[config.mk]
export PLATFORM = sky130hd
export DESIGN_NAME = llq_top
export DESIGN_NICKNAME = d
export VERILOG_FILES = /design/src/source/llq_pkg.sv /design/src/source/llq_decode.sv /design/src/source/llq_execute.sv /design/src/source/llq_free_pool.sv /design/src/source/llq_result.sv /design/src/source/llq_top.sv
export SDC_FILE = /design/constraint.sdc
export NUM_CORES = 1
export LEC_CHECK = 0
export BUFFER_PORTS_ARGS = -buffer_cell sky130_fd_sc_hd__buf_2
export CAP_MARGIN = 20
export CORE_ASPECT_RATIO = 1.2
export CORE_MARGIN = 2
export CORE_UTILIZATION = 50
export CTS_CLUSTER_SIZE = 24
export DETAILED_ROUTE_END_ITERATION = 8
export GPL_ROUTABILITY_DRIVEN = 0
export GPL_TIMING_DRIVEN = 1
export PLACE_DENSITY_LB_ADDON = 0.08
export SYNTH_ARGS = -nofsm -noshare
export SYNTH_HDL_FRONTEND = slang
export SYNTH_SLANG_ARGS = --single-unit
[constraint.sdc]
create_clock -name clk -period 3.65 [get_ports clk]
set_input_delay 0.365 -clock clk [delete_from_list [all_inputs] [get_ports clk]]
set_output_delay 0.365 -clock clk [all_outputs]
set_load 0.005 [all_outputs]
[src/source/llq_pkg.sv]
// Sizes fixed here for all RTL; NUM_CTXT and NUM_LINK must be powers of two
`default_nettype none

package llq_pkg;

  // Command payload width
  localparam int DATA_W = 32;

  // Number of independent queue contexts
  localparam int NUM_CTXT = 8;

  // Link entries shared by every context
  localparam int NUM_LINK = 16;

  // Index widths
  localparam int CTXT_W = $clog2(NUM_CTXT);  // Context select
  localparam int LINK_W = $clog2(NUM_LINK);  // Link address to the data store

  // Init sequencer
  // INIT_RESET is held during rst and clears context zero,
  // INIT_CLEAR walks the remaining contexts
  typedef enum logic [1:0] {
    INIT_RESET = 2'b00,
    INIT_CLEAR = 2'b01,
    INIT_DONE  = 2'b10
  } init_state_e;

  // Command opcode after decode
  typedef enum logic {
    OP_POP  = 1'b0,  // Take from head
    OP_PUSH = 1'b1   // Append at tail
  } cmd_op_e;

endpackage

`default_nettype wire

[src/source/llq_decode.sv]
// Commands are refused until all NUM_CTXT contexts are cleared after rst; no other back-pressure
`default_nettype none

module llq_decode
  import llq_pkg::*;
(
  input  logic              clk,
  input  logic              rst,
  // Command side
  input  logic              cmd_pass,
  input  logic              cmd_push,
  input  logic [DATA_W-1:0] cmd_data,
  input  logic [CTXT_W-1:0] cmd_ctxt,
  output logic              cmd_accept,
  output logic              busy_r,
  // Command register towards execute
  output logic              dec_valid,
  output cmd_op_e           dec_op,
  output logic [CTXT_W-1:0] dec_ctxt,
  output logic [DATA_W-1:0] dec_data,
  // Context clear writes
  output logic              init_wr,
  output logic [CTXT_W-1:0] init_ctxt
);

  init_state_e       state_q;     // Init FSM
  init_state_e       state_nxt;
  logic [CTXT_W-1:0] ctxt_q;      // Context being cleared
  logic [CTXT_W-1:0] ctxt_nxt;
  logic              take_cmd;

  // Step one context per cycle
  always_comb
  begin
    state_nxt = state_q;
    ctxt_nxt  = ctxt_q;
    case (state_q)
      INIT_RESET:
      begin
        state_nxt = INIT_CLEAR;  // Context zero cleared this cycle
        ctxt_nxt  = ctxt_q + CTXT_W'(1);
      end
      INIT_CLEAR:
      begin
        ctxt_nxt = ctxt_q + CTXT_W'(1);
        if (ctxt_q == CTXT_W'(NUM_CTXT - 1))
        begin
          state_nxt = INIT_DONE;  // Last context written
        end
      end
      default:
        state_nxt = state_q;  // Done, or an unused encoding
    endcase
  end

  always_ff @(posedge clk)
  begin
    if (rst)
    begin
      state_q <= INIT_RESET;
      ctxt_q  <= '0;
    end
    else
    begin
      state_q <= state_nxt;
      ctxt_q  <= ctxt_nxt;
    end
  end

  // Clear writes in every state but done
  assign init_wr    = (state_q != INIT_DONE);
  assign init_ctxt  = ctxt_q;
  assign busy_r     = (state_q != INIT_DONE);  // Straight from the state flop
  assign cmd_accept = (state_q == INIT_DONE);

  assign take_cmd = cmd_pass & cmd_accept;

  // Valid bit of the command register
  always_ff @(posedge clk)
  begin
    if (rst)
      dec_valid <= 1'b0;
    else
      dec_valid <= take_cmd;  // High for the single cycle after the accept
  end

  // Payload only loads on an accepted command
  always_ff @(posedge clk)
  begin
    if (take_cmd)
    begin
      dec_op   <= cmd_push ? OP_PUSH : OP_POP;
      dec_ctxt <= cmd_ctxt;
      dec_data <= cmd_data;
    end
  end

endmodule

`default_nettype wire

[src/source/llq_execute.sv]
// Tables are read combinationally for the decoded command and written at the next edge
`default_nettype none

module llq_execute
  import llq_pkg::*;
(
  input  logic              clk,
  input  logic              rst,
  // Command register
  input  logic              dec_valid,
  input  cmd_op_e           dec_op,
  input  logic [CTXT_W-1:0] dec_ctxt,
  input  logic [DATA_W-1:0] dec_data,
  // Init clear
  input  logic              init_wr,
  input  logic [CTXT_W-1:0] init_ctxt,
  // Towards result
  output logic              ex_valid,
  output logic              ex_rnw,
  output logic              ex_fault,
  output logic              ex_empty,
  output logic [LINK_W-1:0] ex_addr,
  output logic [DATA_W-1:0] ex_data,
  output logic [CTXT_W-1:0] ex_ctxt,
  output logic              pool_full_next
);

  // Per-context state table
  logic              empty_q [NUM_CTXT];
  logic [LINK_W-1:0] head_q  [NUM_CTXT];  // Oldest link, next to pop
  logic [LINK_W-1:0] tail_q  [NUM_CTXT];  // Newest link
  // Shared link table, entry points to the next younger link
  logic [LINK_W-1:0] link_q  [NUM_LINK];

  logic              cur_empty;
  logic [LINK_W-1:0] cur_head;
  logic [LINK_W-1:0] cur_tail;
  logic              is_push;
  logic              do_push;
  logic              do_pop;
  logic              last_link;   // Pop drains the context
  logic [LINK_W-1:0] alloc_id;
  logic              any_free;

  // Lookup of the addressed context
  assign cur_empty = empty_q[dec_ctxt];
  assign cur_head  = head_q[dec_ctxt];
  assign cur_tail  = tail_q[dec_ctxt];
  assign last_link = (cur_head == cur_tail);

  assign is_push = (dec_op == OP_PUSH);

  // Fault on empty pop or a push into a full pool
  assign ex_fault = dec_valid & (is_push ? ~any_free : cur_empty);
  assign do_push  = dec_valid & is_push & ~ex_fault;
  assign do_pop   = dec_valid & ~is_push & ~ex_fault;

  // Result operands
  assign ex_valid = dec_valid;
  assign ex_rnw   = ~is_push;                         // Pop reads the data store
  assign ex_addr  = is_push ? alloc_id : cur_head;
  assign ex_data  = dec_data;
  assign ex_ctxt  = dec_ctxt;

  // Empty flag after this update
  always_comb
  begin
    if (ex_fault)
      ex_empty = cur_empty;  // Unchanged
    else if (is_push)
      ex_empty = 1'b0;
    else
      ex_empty = last_link;
  end

  // State table writes, init has priority
  always_ff @(posedge clk)
  begin
    if (init_wr)
    begin
      empty_q[init_ctxt] <= 1'b1;  // Head and tail left stale
    end
    else if (do_push)
    begin
      empty_q[dec_ctxt] <= 1'b0;
      tail_q[dec_ctxt]  <= alloc_id;  // New link is the tail
      if (cur_empty)
      begin
        head_q[dec_ctxt] <= alloc_id;  // And the head of a fresh list
      end
    end
    else if (do_pop)
    begin
      if (last_link)
      begin
        empty_q[dec_ctxt] <= 1'b1;
      end
      else
      begin
        head_q[dec_ctxt] <= link_q[cur_head];  // Follow the chain
      end
    end
  end

  // Link table, chain the old tail to the new link
  always_ff @(posedge clk)
  begin
    if (do_push && !cur_empty)
    begin
      link_q[cur_tail] <= alloc_id;
    end
  end

  llq_free_pool llq_free_pool_inst (
    .clk            (clk),
    .rst            (rst),
    .alloc          (do_push),
    .release_en     (do_pop),
    .release_id     (cur_head),        // Popped link returns to the pool
    .alloc_id       (alloc_id),
    .any_free       (any_free),
    .all_alloc_next (pool_full_next)
  );

endmodule

`default_nettype wire

[src/source/llq_free_pool.sv]
// Hands out the lowest free link; caller must not alloc when any_free is low
`default_nettype none

module llq_free_pool
  import llq_pkg::*;
(
  input  logic              clk,
  input  logic              rst,
  input  logic              alloc,           // Take alloc_id at this edge
  input  logic              release_en,      // Return release_id at this edge
  input  logic [LINK_W-1:0] release_id,
  output logic [LINK_W-1:0] alloc_id,
  output logic              any_free,
  output logic              all_alloc_next   // Every link taken after this edge
);

  logic [NUM_LINK-1:0] used_q;       // One bit per link, set when allocated
  logic [NUM_LINK-1:0] used_nxt;
  logic [NUM_LINK-1:0] alloc_mask;
  logic [NUM_LINK-1:0] release_mask;

  // Priority search, lowest index wins
  always_comb
  begin
    alloc_id = '0;
    for (int i = NUM_LINK - 1; i >= 0; i--)
    begin
      if (!used_q[i])
      begin
        alloc_id = LINK_W'(i);
      end
    end
  end

  assign any_free = ~(&used_q);

  // One-hot update masks
  always_comb
  begin
    alloc_mask   = '0;
    release_mask = '0;
    if (alloc)
    begin
      alloc_mask[alloc_id] = 1'b1;
    end
    if (release_en)
    begin
      release_mask[release_id] = 1'b1;
    end
  end

  // Release of a link never coincides with its own allocation
  assign used_nxt       = (used_q | alloc_mask) & ~release_mask;
  assign all_alloc_next = &used_nxt;

  always_ff @(posedge clk)
  begin
    if (rst)
      used_q <= '0;  // Whole pool free
    else
      used_q <= used_nxt;
  end

endmodule

`default_nettype wire

[src/source/llq_result.sv]
// Lookup operands hold between pulses; the consumer must take every lkup_pass_r pulse
`default_nettype none

module llq_result
  import llq_pkg::*;
(
  input  logic                clk,
  input  logic                rst,
  // From execute
  input  logic                ex_valid,
  input  logic                ex_rnw,
  input  logic                ex_fault,
  input  logic                ex_empty,
  input  logic [LINK_W-1:0]   ex_addr,
  input  logic [DATA_W-1:0]   ex_data,
  input  logic [CTXT_W-1:0]   ex_ctxt,
  input  logic                pool_full_next,
  // Lookup side
  output logic                lkup_pass_r,
  output logic                lkup_rnw_r,
  output logic                lkup_fault_r,
  output logic [LINK_W-1:0]   lkup_addr_r,
  output logic [DATA_W-1:0]   lkup_data_r,
  // Status
  output logic [NUM_CTXT-1:0] empty_r,
  output logic                full_r
);

  // Pulse and fault flag
  always_ff @(posedge clk)
  begin
    if (rst)
    begin
      lkup_pass_r  <= 1'b0;
      lkup_fault_r <= 1'b0;
    end
    else
    begin
      lkup_pass_r <= ex_valid;  // One pulse per command
      if (ex_valid)
      begin
        lkup_fault_r <= ex_fault;
      end
    end
  end

  // Operands, loaded only with a command
  always_ff @(posedge clk)
  begin
    if (ex_valid)
    begin
      lkup_rnw_r  <= ex_rnw;
      lkup_addr_r <= ex_addr;
      lkup_data_r <= ex_data;
    end
  end

  // Status flags track the table update at the same edge
  always_ff @(posedge clk)
  begin
    if (rst)
    begin
      empty_r <= '1;     // All contexts idle
      full_r  <= 1'b0;
    end
    else
    begin
      if (ex_valid)
      begin
        empty_r[ex_ctxt] <= ex_empty;
      end
      full_r <= pool_full_next;  // Also follows the pool with no command
    end
  end

endmodule

`default_nettype wire

[src/source/llq_top.sv]
// Fixed 2-edge latency from command accept to lkup_pass_r; lookup side has no back-pressure
`default_nettype none

module llq_top
  import llq_pkg::*;
(
  input  logic                clk,
  input  logic                rst,
  // Command side
  input  logic                cmd_pass,
  input  logic                cmd_push,
  input  logic [DATA_W-1:0]   cmd_data,
  input  logic [CTXT_W-1:0]   cmd_ctxt,
  output logic                cmd_accept,
  // Lookup side
  output logic                lkup_pass_r,
  output logic                lkup_rnw_r,
  output logic [DATA_W-1:0]   lkup_data_r,
  output logic [LINK_W-1:0]   lkup_addr_r,
  output logic                lkup_fault_r,
  // Status
  output logic [NUM_CTXT-1:0] empty_r,
  output logic                full_r,
  output logic                busy_r
);

  // Decode to execute
  logic              dec_valid;
  cmd_op_e           dec_op;
  logic [CTXT_W-1:0] dec_ctxt;
  logic [DATA_W-1:0] dec_data;
  logic              init_wr;
  logic [CTXT_W-1:0] init_ctxt;

  // Execute to result
  logic              ex_valid;
  logic              ex_rnw;
  logic              ex_fault;
  logic              ex_empty;
  logic [LINK_W-1:0] ex_addr;
  logic [DATA_W-1:0] ex_data;
  logic [CTXT_W-1:0] ex_ctxt;
  logic              pool_full_next;

  llq_decode llq_decode_inst (
    .clk        (clk),
    .rst        (rst),
    .cmd_pass   (cmd_pass),
    .cmd_push   (cmd_push),
    .cmd_data   (cmd_data),
    .cmd_ctxt   (cmd_ctxt),
    .cmd_accept (cmd_accept),
    .busy_r     (busy_r),
    .dec_valid  (dec_valid),
    .dec_op     (dec_op),
    .dec_ctxt   (dec_ctxt),
    .dec_data   (dec_data),
    .init_wr    (init_wr),
    .init_ctxt  (init_ctxt)
  );

  llq_execute llq_execute_inst (
    .clk            (clk),
    .rst            (rst),
    .dec_valid      (dec_valid),
    .dec_op         (dec_op),
    .dec_ctxt       (dec_ctxt),
    .dec_data       (dec_data),
    .init_wr        (init_wr),
    .init_ctxt      (init_ctxt),
    .ex_valid       (ex_valid),
    .ex_rnw         (ex_rnw),
    .ex_fault       (ex_fault),
    .ex_empty       (ex_empty),
    .ex_addr        (ex_addr),
    .ex_data        (ex_data),
    .ex_ctxt        (ex_ctxt),
    .pool_full_next (pool_full_next)
  );

  llq_result llq_result_inst (
    .clk            (clk),
    .rst            (rst),
    .ex_valid       (ex_valid),
    .ex_rnw         (ex_rnw),
    .ex_fault       (ex_fault),
    .ex_empty       (ex_empty),
    .ex_addr        (ex_addr),
    .ex_data        (ex_data),
    .ex_ctxt        (ex_ctxt),
    .pool_full_next (pool_full_next),
    .lkup_pass_r    (lkup_pass_r),
    .lkup_rnw_r     (lkup_rnw_r),
    .lkup_fault_r   (lkup_fault_r),
    .lkup_addr_r    (lkup_addr_r),
    .lkup_data_r    (lkup_data_r),
    .empty_r        (empty_r),
    .full_r         (full_r)
  );

endmodule

`default_nettype wire

==> flow_metrics.py <==
metrics = {
    "yosys": {
        "synth_mux_area_frac": 0.09854,
        "synth_top_family_by_area": "multiplexers",
        "synth_compound_area_frac": 0.05928,
        "syn_nets": 681,
        "synth-async-reset-ratio": 0,
        "ys.flop_type": "edfxtp_1",
        "synth_area_mm2": 0.009752,
        "yosysUniqueCellTypes": 64,
        "synth_seq_cells": 245,
        "synth_xor_area_frac": 0.004491,
        "synth_warnings": 0,
        "avgSynthCellArea_um2": 15.24,
        "synthAdderAreaFrac": 0.002566,
        "synth-simple-area-share": 0.09725,
        "ys_seq_area_frac": 0.7175,
        "syn_inst": 640,
        "synth_edf_count": 209,
    },
    "timing": {
        "slew_headroom": 0.4032,
        "period_share": 0.9270,
        "hold_viol": 0,
        "setup_ws_ns": 0.2665,
        "tightestPinTransition_ns": 0.8858,
        "fin_worst_skew_ns": 0.009556,
        "setup_violations": 0,
        "drv_slew": 0,
        "min_period_ns": 3.383,
        "max_freq_mhz": 295.6,
        "rsz0062_at_grt": "false",
        "setup_tns_ns": 0,
    },
    "die": {
        "die_y_um": 157.0,
        "initial_utilization": 0.5134,
        "io_pins": 89,
        "core.rowCount": 55,
        "core_area_mm2": 0.01899,
        "dieWidth_um": 131.5,
        "dieArea_mm2": 0.02064,
    },
    "critical_path": {
        "cp.arrival_ns": 3.58,
        "critPathMaxFanout": 11,
        "r2r_cells": 7,
        "crit_path_end_kind": "flop",
        "r2r_end": "llq_execute_inst.head_q[0][1]$_DFFE_PP_",
        "crit_type": "reg2reg",
        "cp-start-kind": "flop",
        "cp.required_ns": 3.84,
        "r2r_setup_slack_ns": 0.27,
    },
    "power": {
        "pwr-share-comb": 0.009,
        "intPower_uw": 4613,
        "vdd_drop_max_mv": 0.4122,
        "clockPowerShare": 0.462,
        "p_sw_frac": 0.1898,
        "p_sw_uw": 1081,
        "seqPwrFrac": 0.529,
        "total_power_uw": 5693,
        "powerDensity_mw_per_mm2": 495.0,
        "total_leakage_power_uw": 0.004006,
    },
    "drt": {
        "wirelength_um": 20090,
        "vias_per_cell": 5.542,
        "ant_nets": 0,
        "drt_iter0_markers": 475,
        "drc_errors": 0,
        "drt-wirelength-per-cell_um": 19.41,
        "vias": 5736,
        "drt_pass1_iterations": 5,
    },
    "cts": {
        "clk_latency_ns": 0.52,
        "h-tree-depth": 1,
        "cts_tree": "done",
        "clockBufferDepth": 3,
        "cts_buffers": 25,
        "cts.sinks": 245,
        "post_cts_resized": 0,
        "cts.reportedPaths.clkPinSlew_ns": 0.06,
        "clock-root-buffer": "clkbuf_16",
    },
    "hold_path": {
        "hold_start": "cmd_data[25]",
        "hp-class": "in2reg",
        "hold_depth": 1,
        "hold_end": "llq_decode_inst.dec_data[25]$_DFFE_PP_",
    },
    "place": {
        "numPortBuffers": 88,
        "dp_hpwl_um": 13760,
        "place_inst": 982,
        "dp_slack_ns": 0.2177,
    },
    "outcome": {
        "status": "completed",
    },
    "grt": {
        "grt_max_degree": 54,
        "grtUsageTotal": 0.1964,
        "grt_pass1_vias": 5910,
        "antenna_found_initial": 0,
        "grt_first_pass_wirelength_um": 31790,
        "grt-ovfl-total": 0,
    },
    "final_layout": {
        "num-fill-cells": 1478,
        "fin_nets": 801,
        "num_antenna_cells": 0,
        "syn_to_final_growth_pct": 17.94,
        "fin_util": 0.6055,
        "mostFrequentLayoutCells": "edfxtp_1, nor2_1, buf_2",
        "drive_above_1_share": 0.2709,
        "final_common_cell": "edfxtp_1",
        "layout.cells.non_filler": 1035,
    },
    "flow_run": {
        "drv_cap": 0,
    },
}
-- area by class of cell --
type,count,area (µm²),area share
clock buffers,28,656.9,0.05712
clock inverters,18,195.2,0.01697
inverters,12,45.04,0.003916
multi-input cells,357,2570,0.2235
flip-flops and latches,245,6998,0.6085
well taps,256,320.3,0.02785
repair buffers,119,715.7,0.06223
-- worst max-delay path: stages (launching register included) --
cell and delay (ns):
dfxtp_1 0.49, buf_12 0.17, mux4_2 0.52, mux2i_4 0.44
xor2_1 0.19, nor4_4 0.42, nor3_4 0.12, o21ai_0 0.72
-- sequential cells by signal, indices dropped and copies added (netlist names), named ones only --
name                                        cells
llq_result_inst.empty_r                         8
llq_decode_inst.dec_op                          1
llq_result_inst.lkup_rnw_r                      1
llq_execute_inst.llq_free_pool_inst.used_q     16
llq_result_inst.full_r                          1
llq_decode_inst.init_ctxt                       3
llq_execute_inst.head_q                        32
llq_execute_inst.link_q                        64
llq_decode_inst.dec_data                       32
llq_decode_inst.state_q                         2
llq_execute_inst.tail_q                        32
llq_decode_inst.dec_ctxt                        3
llq_result_inst.lkup_fault_r                    1
llq_result_inst.lkup_addr_r                     4
llq_decode_inst.dec_valid                       1
llq_result_inst.lkup_data_r                    32
llq_execute_inst.empty_q                        8
llq_result_inst.lkup_pass_r                     1
-- layer usage --
layer,share of wire,up-vias,global-route usage
li1,-,2692,-
met1,0.40,2807,0.2440
met2,0.52,215,0.3485
met3,0.065,22,0.04251
met4,0.016,0,0.05745
met5,0,-,0
-- stage by stage --
stage	instance area (µm²)	hold WS, ns
after floorplan	9752	0.4003
after global placement	10580	0.4004
after detailed placement	10580	0.4045
after CTS	11470	0.000002859
after global routing	11500	0.001323
final	11500	0.01964
-- power groups by stage --
| stage | combinational, µW | clock (µW) | sequential, µW |
|---|---|---|---|
| after floorplan | 22.0 | 0 | 3070 |
| after global placement | 44.7 | 0 | 3070 |
| after detailed placement | 46.6 | 0 | 3070 |
| after CTS | 50.2 | 2680 | 3010 |
| after global routing | 58.3 | 2790 | 3010 |
| final | 52.9 | 2630 | 3010 |
-- cells in the mapped netlist, types with 3 or more instances --
library cell	n	area share
mux4_2	15	0.035
a22oi_1	7	0.0054
nor2b_1	3	0.0019
clkbuf_1	10	0.0038
nand4b_1	3	0.0027
o22ai_1	9	0.0058
mux4_1	3	0.0081
or3_1	5	0.0032
inv_1	11	0.0042
nand2b_1	10	0.0064
buf_4	4	0.0031
nand3b_1	4	0.0031
and2_1	5	0.0032
nand3_1	9	0.0046
a31oi_1	7	0.0045
edfxtp_1	209	0.64
nand4_1	6	0.0038
mux2i_2	3	0.0042
o21ai_0	17	0.0087
a211oi_1	4	0.0031
xor2_1	4	0.0036
nor2_1	88	0.034
a21oi_1	35	0.018
dfxtp_1	36	0.074
mux2i_1	21	0.022
mux2_2	22	0.025
buf_2	7	0.0036
nor3_1	10	0.0051
nand2_1	29	0.011
-- cell families after synthesis --
kind of cell,Yosys count
DFF,245
and+or+nand+nor,189
AOI/OAI and AO/OA,95
muxes,66
buffers and inverters,38
xor gates and xnor gates,5
adders and majority gates,2
-- worst max-delay path by stage --
stage | from | end | slack [ns] | cells past startpoint
floorplan | llq_decode_inst.dec_valid$_SDFF_PP0_ | llq_result_inst.full_r$_SDFF_PP0_ | 0.49 | 8
global placement | flop | llq_execute_inst.head_q[5][1]$_DFFE_PP_ | 0.34 | 10
detailed placement | flop | llq_execute_inst.head_q[7][1]$_DFFE_PP_ | 0.22 | 7
CTS | flop | llq_execute_inst.head_q[4][1]$_DFFE_PP_ | 0.20 | 7
global route | flop | llq_execute_inst.head_q[6][1]$_DFFE_PP_ | 0.009 | 7
finish | flop | llq_execute_inst.head_q[0][1]$_DFFE_PP_ | 0.27 | 7
-- repair_timing --
| action | 4_1_cts | 5_1_grt |
|---|---|---|
| hold endpoints to repair | 4 | 3 |
| hold buffers | 4 | 3 |
| setup buffers | 0 | 0 |
No activity file was read; power rests on OpenSTA's default activity.
